==> src/source/hb_bus_pkg.sv <==
package hb_bus_pkg;

  // Address width seen by the initiator.
  parameter int HB_ADDRW = 5;

  // Request and response data width.
  parameter int HB_DATAW = 32;

  // Register offset width inside one target.
  parameter int HB_OFFW = 2;

  // Registers per target.
  parameter int HB_NREG = 2 ** HB_OFFW;

  // Response status values carried on the error flag.
  parameter logic HB_RESP_OK  = 1'b0;
  parameter logic HB_RESP_ERR = 1'b1;

  // One data word on the bus.
  typedef logic [HB_DATAW-1:0] hb_data_t;

  // One initiator address.
  typedef logic [HB_ADDRW-1:0] hb_addr_t;

endpackage
==> src/source/hb_map_pkg.sv <==
package hb_map_pkg;

  import hb_bus_pkg::*;

  // Number of register targets behind the expander.
  parameter int HB_NTGT = 8;

  // Base address per target, target 0 in the lowest field.
  // Target 5 overlaps target 4 at 18 and 19.
  // Addresses 22 and 23 belong to no target.
  parameter logic [HB_NTGT*HB_ADDRW-1:0] HB_BASE_VEC = {
    5'd28,
    5'd24,
    5'd18,
    5'd16,
    5'd12,
    5'd8,
    5'd4,
    5'd0
  };

  // Span per target, end address is base plus span.
  parameter logic [HB_NTGT*HB_ADDRW-1:0] HB_SPAN_VEC = {
    5'd3,
    5'd3,
    5'd3,
    5'd3,
    5'd3,
    5'd3,
    5'd3,
    5'd3
  };

  // Targets 2 and 6 reject writes.
  parameter logic [HB_NTGT-1:0] HB_RO_MASK = 8'b0100_0100;

endpackage

==> src/source/hb_exp_top.sv <==
`timescale 1ns/1ps

module hb_exp_top
  import hb_bus_pkg::*;
  import hb_map_pkg::*;
#(
  parameter int ADDR_COMP = 0
) (
  input  logic     clk,
  input  logic     i_reset,
  input  logic     i_rq,
  input  hb_addr_t i_addr,
  input  logic     i_wr,
  input  hb_data_t i_wdata,
  output logic     o_ack,
  output logic     o_err,
  output hb_data_t o_rdata
);

  // Decoder to targets.
  logic [HB_NTGT-1:0] tgt_rq;
  logic [HB_OFFW-1:0] tgt_offset;
  logic               tgt_wr;
  hb_data_t           tgt_wdata;
  logic               miss;

  // Targets to response mux.
  logic [HB_NTGT-1:0]          tgt_ack;
  logic [HB_NTGT-1:0]          tgt_err;
  logic [HB_NTGT*HB_DATAW-1:0] tgt_rdata;

  hb_addr_decode #(
    .ADDR_COMP (ADDR_COMP)
  ) u_decode (
    .clk      (clk),
    .i_reset  (i_reset),
    .i_rq     (i_rq),
    .i_addr   (i_addr),
    .i_wr     (i_wr),
    .i_wdata  (i_wdata),
    .o_tgt_rq (tgt_rq),
    .o_offset (tgt_offset),
    .o_wr     (tgt_wr),
    .o_wdata  (tgt_wdata),
    .o_miss   (miss)
  );

  // One register target per map entry.
  genvar k;
  generate
    for (k = 0; k < HB_NTGT; k++) begin : g_tgt
      hb_reg_tgt #(
        .RO (HB_RO_MASK[k])
      ) u_tgt (
        .clk      (clk),
        .i_reset  (i_reset),
        .i_rq     (tgt_rq[k]),
        .i_offset (tgt_offset),
        .i_wr     (tgt_wr),
        .i_wdata  (tgt_wdata),
        .o_ack    (tgt_ack[k]),
        .o_err    (tgt_err[k]),
        .o_rdata  (tgt_rdata[k*HB_DATAW +: HB_DATAW])
      );
    end
  endgenerate

  hb_resp_mux u_resp (
    .clk         (clk),
    .i_reset     (i_reset),
    .i_tgt_ack   (tgt_ack),
    .i_tgt_err   (tgt_err),
    .i_tgt_rdata (tgt_rdata),
    .i_miss      (miss),
    .o_ack       (o_ack),
    .o_err       (o_err),
    .o_rdata     (o_rdata)
  );

endmodule

==> src/source/hb_resp_mux.sv <==
`timescale 1ns/1ps

module hb_resp_mux
  import hb_bus_pkg::*;
  import hb_map_pkg::*;
(
  input  logic                        clk,
  input  logic                        i_reset,
  input  logic [HB_NTGT-1:0]          i_tgt_ack,
  input  logic [HB_NTGT-1:0]          i_tgt_err,
  input  logic [HB_NTGT*HB_DATAW-1:0] i_tgt_rdata,
  input  logic                        i_miss,
  output logic                        o_ack,
  output logic                        o_err,
  output hb_data_t                    o_rdata
);

  logic     any_ack;
  logic     sel_err;
  hb_data_t sel_rdata;
  logic     miss_d;

  assign any_ack = |i_tgt_ack;

  // Acks are one-hot, so masking and OR-ing picks the responder.
  always_comb begin
    sel_err   = HB_RESP_OK;
    sel_rdata = '0;
    for (int k = 0; k < HB_NTGT; k++) begin
      sel_err   = sel_err | (i_tgt_ack[k] & i_tgt_err[k]);
      sel_rdata = sel_rdata |
                  ({HB_DATAW{i_tgt_ack[k]}} & i_tgt_rdata[k*HB_DATAW +: HB_DATAW]);
    end
  end

  // Miss waits one cycle to line up with the target path.
  always_ff @(posedge clk) begin
    if (i_reset) begin
      miss_d <= 1'b0;
    end else begin
      miss_d <= i_miss;
    end
  end

  // Initiator response strobe and status.
  always_ff @(posedge clk) begin
    if (i_reset) begin
      o_ack <= 1'b0;
      o_err <= HB_RESP_OK;
    end else begin
      o_ack <= any_ack | miss_d;
      if (miss_d) begin
        o_err <= HB_RESP_ERR;
      end else if (any_ack) begin
        o_err <= sel_err;
      end else begin
        o_err <= HB_RESP_OK;
      end
    end
  end

  // Data only on a good read.
  always_ff @(posedge clk) begin
    if (any_ack && (sel_err == HB_RESP_OK)) begin
      o_rdata <= sel_rdata;
    end else begin
      o_rdata <= '0;
    end
  end

endmodule

==> src/source/hb_reg_tgt.sv <==
`timescale 1ns/1ps

module hb_reg_tgt
  import hb_bus_pkg::*;
#(
  parameter bit RO = 1'b0
) (
  input  logic               clk,
  input  logic               i_reset,
  input  logic               i_rq,
  input  logic [HB_OFFW-1:0] i_offset,
  input  logic               i_wr,
  input  hb_data_t           i_wdata,
  output logic               o_ack,
  output logic               o_err,
  output hb_data_t           o_rdata
);

  hb_data_t regs [HB_NREG];

  logic wr_ok;
  logic wr_bad;

  // Writes land only on a writable target.
  assign wr_ok  = i_rq & i_wr & ~RO;
  assign wr_bad = i_rq & i_wr & RO;

  // Register file.
  always_ff @(posedge clk) begin
    if (i_reset) begin
      for (int k = 0; k < HB_NREG; k++) begin
        regs[k] <= '0;
      end
    end else if (wr_ok) begin
      regs[i_offset] <= i_wdata;
    end
  end

  // Ack one cycle after the strobe.
  // A write to a read-only target comes back as an error.
  always_ff @(posedge clk) begin
    if (i_reset) begin
      o_ack <= 1'b0;
      o_err <= HB_RESP_OK;
    end else begin
      o_ack <= i_rq;
      o_err <= wr_bad ? HB_RESP_ERR : HB_RESP_OK;
    end
  end

  // Read data, zero outside a read.
  always_ff @(posedge clk) begin
    if (i_rq && !i_wr) begin
      o_rdata <= regs[i_offset];
    end else begin
      o_rdata <= '0;
    end
  end

endmodule

==> src/source/hb_addr_decode.sv <==
`timescale 1ns/1ps

module hb_addr_decode
  import hb_bus_pkg::*;
  import hb_map_pkg::*;
#(
  parameter int ADDR_COMP = 0
) (
  input  logic               clk,
  input  logic               i_reset,
  input  logic               i_rq,
  input  hb_addr_t           i_addr,
  input  logic               i_wr,
  input  hb_data_t           i_wdata,
  output logic [HB_NTGT-1:0] o_tgt_rq,
  output logic [HB_OFFW-1:0] o_offset,
  output logic               o_wr,
  output hb_data_t           o_wdata,
  output logic               o_miss
);

  // Width of the target index field in direct mode.
  localparam int SELW = HB_ADDRW - HB_OFFW;

  logic [HB_NTGT-1:0] tgt_sel;
  logic [HB_OFFW-1:0] tgt_off;

  generate
    if (ADDR_COMP == 0) begin : g_direct

      // Upper bits name the target, lower bits the register.
      always_comb begin
        tgt_sel = '0;
        tgt_sel[i_addr[HB_ADDRW-1 -: SELW]] = 1'b1;
        tgt_off = i_addr[HB_OFFW-1:0];
      end

    end else begin : g_range

      hb_addr_t base_addr;
      hb_addr_t end_addr;
      logic     found;

      // Walk the map from target 0 up.
      // The first match wins, later ones are ignored.
      always_comb begin
        tgt_sel   = '0;
        tgt_off   = '0;
        found     = 1'b0;
        base_addr = '0;
        end_addr  = '0;
        for (int k = 0; k < HB_NTGT; k++) begin
          base_addr = HB_BASE_VEC[k*HB_ADDRW +: HB_ADDRW];
          end_addr  = base_addr + HB_SPAN_VEC[k*HB_ADDRW +: HB_ADDRW];
          if (!found && (i_addr >= base_addr) && (i_addr <= end_addr)) begin
            found      = 1'b1;
            tgt_sel[k] = 1'b1;
            tgt_off    = HB_OFFW'(i_addr - base_addr);
          end
        end
      end

    end
  endgenerate

  // Strobe qualified by the select.
  // A strobe that hits nothing turns into a miss.
  always_ff @(posedge clk) begin
    if (i_reset) begin
      o_tgt_rq <= '0;
      o_miss   <= 1'b0;
    end else begin
      o_tgt_rq <= {HB_NTGT{i_rq}} & tgt_sel;
      o_miss   <= i_rq & ~(|tgt_sel);
    end
  end

  // Request payload shared by all targets.
  always_ff @(posedge clk) begin
    if (i_rq) begin
      o_offset <= tgt_off;
      o_wr     <= i_wr;
      o_wdata  <= i_wdata;
    end
  end

endmodule

==> config.mk <==
export PLATFORM = sky130hd
export DESIGN_NAME = hb_exp_top
export DESIGN_NICKNAME = d
export VERILOG_FILES = /design/src/source/hb_bus_pkg.sv /design/src/source/hb_map_pkg.sv /design/src/source/hb_exp_top.sv /design/src/source/hb_resp_mux.sv /design/src/source/hb_reg_tgt.sv /design/src/source/hb_addr_decode.sv
export SDC_FILE = /design/constraint.sdc
export NUM_CORES = 1
export LEC_CHECK = 0
export BUFFER_PORTS_ARGS = -buffer_cell sky130_fd_sc_hd__buf_2
export CORE_AREA = 2 2 277 279
export CTS_CLUSTER_DIAMETER = 100
export DETAILED_ROUTE_END_ITERATION = 10
export DIE_AREA = 0 0 279 281
export GPL_ROUTABILITY_DRIVEN = 0
export GPL_TIMING_DRIVEN = 0
export PLACE_DENSITY_LB_ADDON = 0.2
export SLEW_MARGIN = 20
export SYNTH_ARGS = -nofsm -noshare
export SYNTH_HDL_FRONTEND = slang
export SYNTH_SLANG_ARGS = --single-unit
==> constraint.sdc <==
create_clock -name clk -period 2.1 [get_ports clk]
set_input_delay 0.21 -clock clk [delete_from_list [all_inputs] [get_ports clk]]
set_output_delay 0.21 -clock clk [all_outputs]
set_load 0.02 [all_outputs]
## Word level (Yosys, flattened, before mapping)

Memories as Yosys holds them, arrays and structs flattened. A register that Yosys moved wholly into a read port is not among the register bits.
Index checks and enable logic that the tools add are counted.
Widths: inputs -> output; s select.

- Register bits after elaboration: 153
- RAM bits: 768
- Output and inout bits: 34
- Word-level logic and storage cells: 129
- Memories kept: 6

- Order comparisons: 2
- Muxes and demuxes: 44
- Bitwise logic cells: 31
- Reductions and logical operators: 25

Memory list:

| memory | depth | width | read ports | clocked after Yosys merged registers in | write ports | RTL line | text |
|---|---|---|---|---|---|---|---|
| g_tgt[0].u_tgt.regs | 4 | 32 | 1 | 1 | 4 | hb_reg_tgt.sv:19 | `hb_data_t regs [HB_NREG];` |
| g_tgt[1].u_tgt.regs | 4 | 32 | 1 | 1 | 4 | hb_reg_tgt.sv:19 |  |
| g_tgt[3].u_tgt.regs | 4 | 32 | 1 | 1 | 4 | hb_reg_tgt.sv:19 |  |
| g_tgt[4].u_tgt.regs | 4 | 32 | 1 | 1 | 4 | hb_reg_tgt.sv:19 |  |
| g_tgt[5].u_tgt.regs | 4 | 32 | 1 | 1 | 4 | hb_reg_tgt.sv:19 |  |
| g_tgt[7].u_tgt.regs | 4 | 32 | 1 | 1 | 4 | hb_reg_tgt.sv:19 |  |

Operator list:

| kind | number |
|---|---|
| $and 32x32->32 | 8 |
| $or 32x32->32 | 7 |
| $mux 32 | 6 |
| $reduce_or 32->1 | 6 |
| $mux 1 | 31 |
| $reduce_or 8->1 | 2 |
| $mux 2 | 6 |
| $and 1x1->1 | 11 |
| $logic_and 1x1->1 | 10 |
| $and 8x8->8 | 1 |
| $logic_not 1->1 | 7 |
| $lt 3x4->1 const B | 1 |
| $demux 1 s3 | 1 |
| $ge 3x1->1 const B | 1 |
| $not 1->1 | 2 |
| $or 1x1->1 | 2 |

## Logic depth before layout (Yosys ltp)

- Depth after elaboration: 8
- Depth in mapped cells: 6

## Hierarchy

Synthesis repeated with hierarchy kept, for this count alone.

- Cells, all modules: 3,235
- Area total of the unflattened synthesis: 44,367.6 um^2

By module, submodules not included:

| module | instances | cells an instance | area each (um^2) |
|---|---|---|---|
| hb_reg_tgt (g_tgt[0].u_tgt ...) | 6 | 471 | 6,683.9 |
| hb_resp_mux | 1 | 277 | 2,361.0 |
| hb_addr_decode | 1 | 58 | 1,305.0 |
| hb_reg_tgt (g_tgt[2].u_tgt ...) | 2 | 37 | 299.0 |

## Worst setup path after synthesis

No wires, ideal clock.

- Path type: reg2reg
- From: register u_decode.o_offset[0]
- To: memory g_tgt[0].u_tgt.regs[3][0] in the netlist's numbering (enable)
- Arrival time: 1,869 ps
- Required time: 1,712 ps
- Setup slack: -157 ps
- Cell stages (with the launch flop): 7
- Period minus slack after synthesis: 2,257 ps
- Path through: edfxtp_1 -> buf_2 -> buf_6 -> buf_4 -> and3_1 -> clkbuf_1 -> a21o_1

RTL lines:

| element | RTL line | text |
|---|---|---|
| from (decl) | hb_addr_decode.sv:16 | `output logic [HB_OFFW-1:0] o_offset,` |
| from (signal assigned) | hb_addr_decode.sv:81 | `o_offset <= tgt_off;` |
| to (decl) | hb_reg_tgt.sv:19 |  |

==> flow_metrics.env <==
export IMPL_status="completed"
export IMPL_vias=23843
export IMPL_cp_cell_sequence="buf_2 -> clkbuf_4 -> and3_4 -> buf_12 -> a21o_4"
export IMPL_drv_slew=0
export IMPL_cp_slowest_cell="clkbuf_4"
export IMPL_multi_input_area_sq_mm=0.0124
export IMPL_postPlaceCellArea_sq_mm=0.0435
export IMPL_cts_clk_slew_worst_paths_ns=0.06
export IMPL_yosysSeqAreaShare=0.694
export IMPL_cap_violations=0
export IMPL_worst_slack_ns=0.00857
export IMPL_peakVddDrop_mv=0.593
export IMPL_synth_cell_types=29
export IMPL_fp_dieH_um=281
export IMPL_layout_nets=2985
export IMPL_grt_overflow=0
export IMPL_max_clock_path_buffers=3
export IMPL_io_pin_count=75
export IMPL_drt_total_wl_um=111000
export IMPL_seqPwrFrac=0.525
export IMPL_grt_max_degree=38
export IMPL_worst_hold_path_endpoint="g_tgt[3].u_tgt.o_ack$_SDFF_PP0_"
export IMPL_wire_per_inst_um=27.8
export IMPL_cp_arrival_ns=2.42
export IMPL_num_rows=101
export IMPL_grt_use_total=0.286
export IMPL_htree_levels=3
export IMPL_syn_nets=2701
export IMPL_p_sw_mw=9.44
export IMPL_drive_gt1_frac=0.218
export IMPL_tightest_slew_ns=1.02
export IMPL_viasPerCell=5.95
export IMPL_setup_worst_path_start_class="flop"
export IMPL_num_fill_cells=5225
export IMPL_grt_pass1_wl_um=159000
export IMPL_seq_area_sq_mm=0.0290
export IMPL_swShare=0.216
export IMPL_drcViolationCount=0
export IMPL_synth_warnings=0
export IMPL_syn_area_per_cell_sq_um=15.7
export IMPL_pwr_share_clk=0.417
export IMPL_core_sq_mm=0.0754
export IMPL_place_hpwl_um=75500
export IMPL_fin_skew_ns=0.0211
export IMPL_numPortBuffers=74
export IMPL_dpl_worst_slack_ns=-1.08
export IMPL_min_period_over_period=0.996
export IMPL_powerDensity_mw_per_mm2=903
export IMPL_synth_top_area_cell="edfxtp_1"
export IMPL_hold_class="in -> reg"
export IMPL_synth_edff_count=803
export IMPL_die_w_um=279
export IMPL_hold_viol_final=0
export IMPL_worst_hold_startpoint="i_reset"
export IMPL_leakagePower_nw=18.0
export IMPL_ys_flop_type="edfxtp_1"
export IMPL_power_internal_mw=34.4
export IMPL_setup_viol=0
export IMPL_drtAntennaViolNets=0
export IMPL_areaGrowthSynthToFinish_pct=15.9
export IMPL_crit_family="buffers and inverters"
export IMPL_timing_slew_headroom=0.321
export IMPL_r2r_end="g_tgt[5].u_tgt.regs[3][4]$_DFFE_PP_"
export IMPL_required_ns=2.42
export IMPL_reg2reg_slack_ns=0.009
export IMPL_syn_area_sq_mm=0.0419
export IMPL_synthTopCellsByArea="edfxtp_1, dfxtp_1, and2_1, mux4_2, nor2b_1"
export IMPL_cts_root_buffer="clkbuf_16"
export IMPL_reg2regPathDepth=5
export IMPL_clk_latency_ns=0.66
export IMPL_dieArea_sq_mm=0.0784
export IMPL_min_period_ns=2.09
export IMPL_ys_ff_latch=1049
export IMPL_stdcell_area_sq_mm=0.0485
export IMPL_initial_core_util=0.555
export IMPL_cts_sinks=1049
export IMPL_cts_tree="yes"
export IMPL_grt_antenna_before_repair=9
export IMPL_r2r_start="u_decode.o_offset[1]$_DFFE_PP_"
export IMPL_max_freq_mhz=478
export IMPL_design_power_total_mw=43.8
export IMPL_endpoint_kind="flop"
export IMPL_async_reset_ff_frac=0
export IMPL_drtPass1Iterations=5
export IMPL_crit_path_max_fanout=16
export IMPL_synth_top_area_share=0.576
export IMPL_crit_type="reg -> reg"
export IMPL_cts_made_buffers=101
export IMPL_drt_iter0_drc=3275
export IMPL_slowest_delay_ns=0.37
export IMPL_crit_buf_inv=3
export IMPL_grt_pass1_vias=23824
export IMPL_rsz0062_at_grt="yes"
export IMPL_syn_inst=2660
export IMPL_p_comb_frac=0.059
export IMPL_holdPathStages=3
[cell usage after synthesis, types with 3 or more instances]
cell	number
edfxtp_1	803
and2_1	770
dfxtp_1	246
nor2b_1	201
mux4_2	192
clkbuf_1	191
a22oi_1	97
a31oi_1	32
buf_2	24
nor2_1	19
buf_4	18
or2_2	18
nand2b_1	10
nand3b_1	7
a21o_1	6
and3b_1	6
nor2_2	6
nor3_1	3
[routing by layer]
layer / vias to the layer above / wire, um / track usage
li1: 10205 / - / -
met1: 12177 / 44200 / 0.401
met2: 1283 / 52300 / 0.451
met3: 178 / 11200 / 0.0554
met4: 0 / 3680 / 0.101
met5: - / 0 / 0
[metrics by stage]
step | instances | TNS, ns | hold slack [ns] | utilization
floorplan | 2660 | 0 | 0.287 | -
global placement | 3712 | -737.79 | 0.386 | 0.576
detailed placement | 3712 | -774.31 | 0.388 | 0.576
CTS | 3983 | 0 | 0.0890 | 0.638
global route | 4006 | -0.00793 | 0.170 | 0.643
finish | 4010 | 0 | 0.155 | 0.643
[sequential cells by signal, summed over array words and instances (netlist names), 2 cells and up]
signal	flops
u_decode.o_offset	2
g_tgt.u_tgt.o_err	2
u_resp.o_rdata	32
g_tgt.u_tgt.o_ack	8
u_decode.o_wdata	32
u_decode.o_tgt_rq	8
g_tgt.u_tgt.o_rdata	192
g_tgt.u_tgt.regs	768
[worst max-delay path by stage]
| stage | startpoint | to | slack, ns | cells after the start |
|---|---|---|---|---|
| finish | u_decode.o_offset[1]$_DFFE_PP_ | g_tgt[5].u_tgt.regs[3][4]$_DFFE_PP_ | 0.009 | 5 |
| global route | u_decode.o_offset[1]$_DFFE_PP_ | g_tgt[0].u_tgt.o_rdata[18]$_SDFF_PN0_ | -0.003 | 5 |
| CTS | u_decode.o_wr$_DFFE_PP_ | g_tgt[5].u_tgt.regs[1][26]$_SDFFCE_PN0P_ | 0.00007 | 4 |
| detailed placement | u_decode.o_offset[1]$_DFFE_PP_ | g_tgt[3].u_tgt.regs[3][10]$_DFFE_PP_ | -1.08 | 5 |
| global placement | u_decode.o_offset[1]$_DFFE_PP_ | g_tgt[3].u_tgt.regs[3][10]$_DFFE_PP_ | -1.07 | 5 |
| floorplan | u_decode.o_offset[0]$_DFFE_PP_ | g_tgt[0].u_tgt.regs[3][0]$_DFFE_PP_ | 0.11 | 6 |
[layout by cell type, fill, tap and decap left out, types with 4 or more instances in the layout]
master,instances
buf_2,90
buf_12,27
a21o_4,13
and2_1,770
nor2_1,7
clkbuf_1,141
nand2b_1,8
buf_6,4
clkinv_2,19
clkbuf_4,7
mux4_2,192
clkbuf_8,23
nand3b_1,7
diode_2,4
a22oi_1,97
or2_4,37
and3b_1,6
dfxtp_1,244
clkbuf_16,108
buf_4,29
nor2_4,18
a31oi_1,30
nor2b_1,201
edfxtp_1,803
dlygate4sd3_1,40
clkbuf_2,73
[repair_timing]
item / 4_1_cts / 5_1_grt
gates resized for setup: 152 / 46
gates cloned: 27 / 4
hold buffers: 40 / 0
buffers inserted: 18 / 19
pin swaps: 13 / 7
setup endpoints to repair: 1589 / 725
hold endpoints to repair: 43 / 0
[tightest hold or removal path, stage by stage]
cell and delay, ns:
buf_2 0.16, clkbuf_1 0.24, nor2b_1 0.15
[area by class of cell]
cell class	instances	area share
Clock inverter	28	0.00449
Antenna cell	4	0.000206
Buffer	233	0.0231
Inverter	1	0.0000774
Sequential cell	1049	0.598
Multi-Input combinational cell	1407	0.255
Tap cell	978	0.0252
Clock buffer	159	0.0645
Timing Repair Buffer	151	0.0286
[cell families (layout without fill, tap and decap cells)]
kind of cell,after synthesis,in the layout,share of synthesized area
flip-flops,1049,1049,0.694
AND/OR/NAND/NOR,1046,1068,0.156
buffers and inverters,235,572,0.0236
multiplexers,192,192,0.103
AO/OA/AOI/OAI,137,146,0.0236
other,1,5,0.0000896
[power groups by stage]
stage	clock network, mW	registers [mW]	logic [mW]
floorplan	0	23.3	1.41
global placement	0	23.4	2.15
detailed placement	0	23.4	2.18
CTS	18.4	23.0	2.47
global route	19.2	23.0	2.67
finish	18.3	23.0	2.56
(Power assumes the default switching activity.)
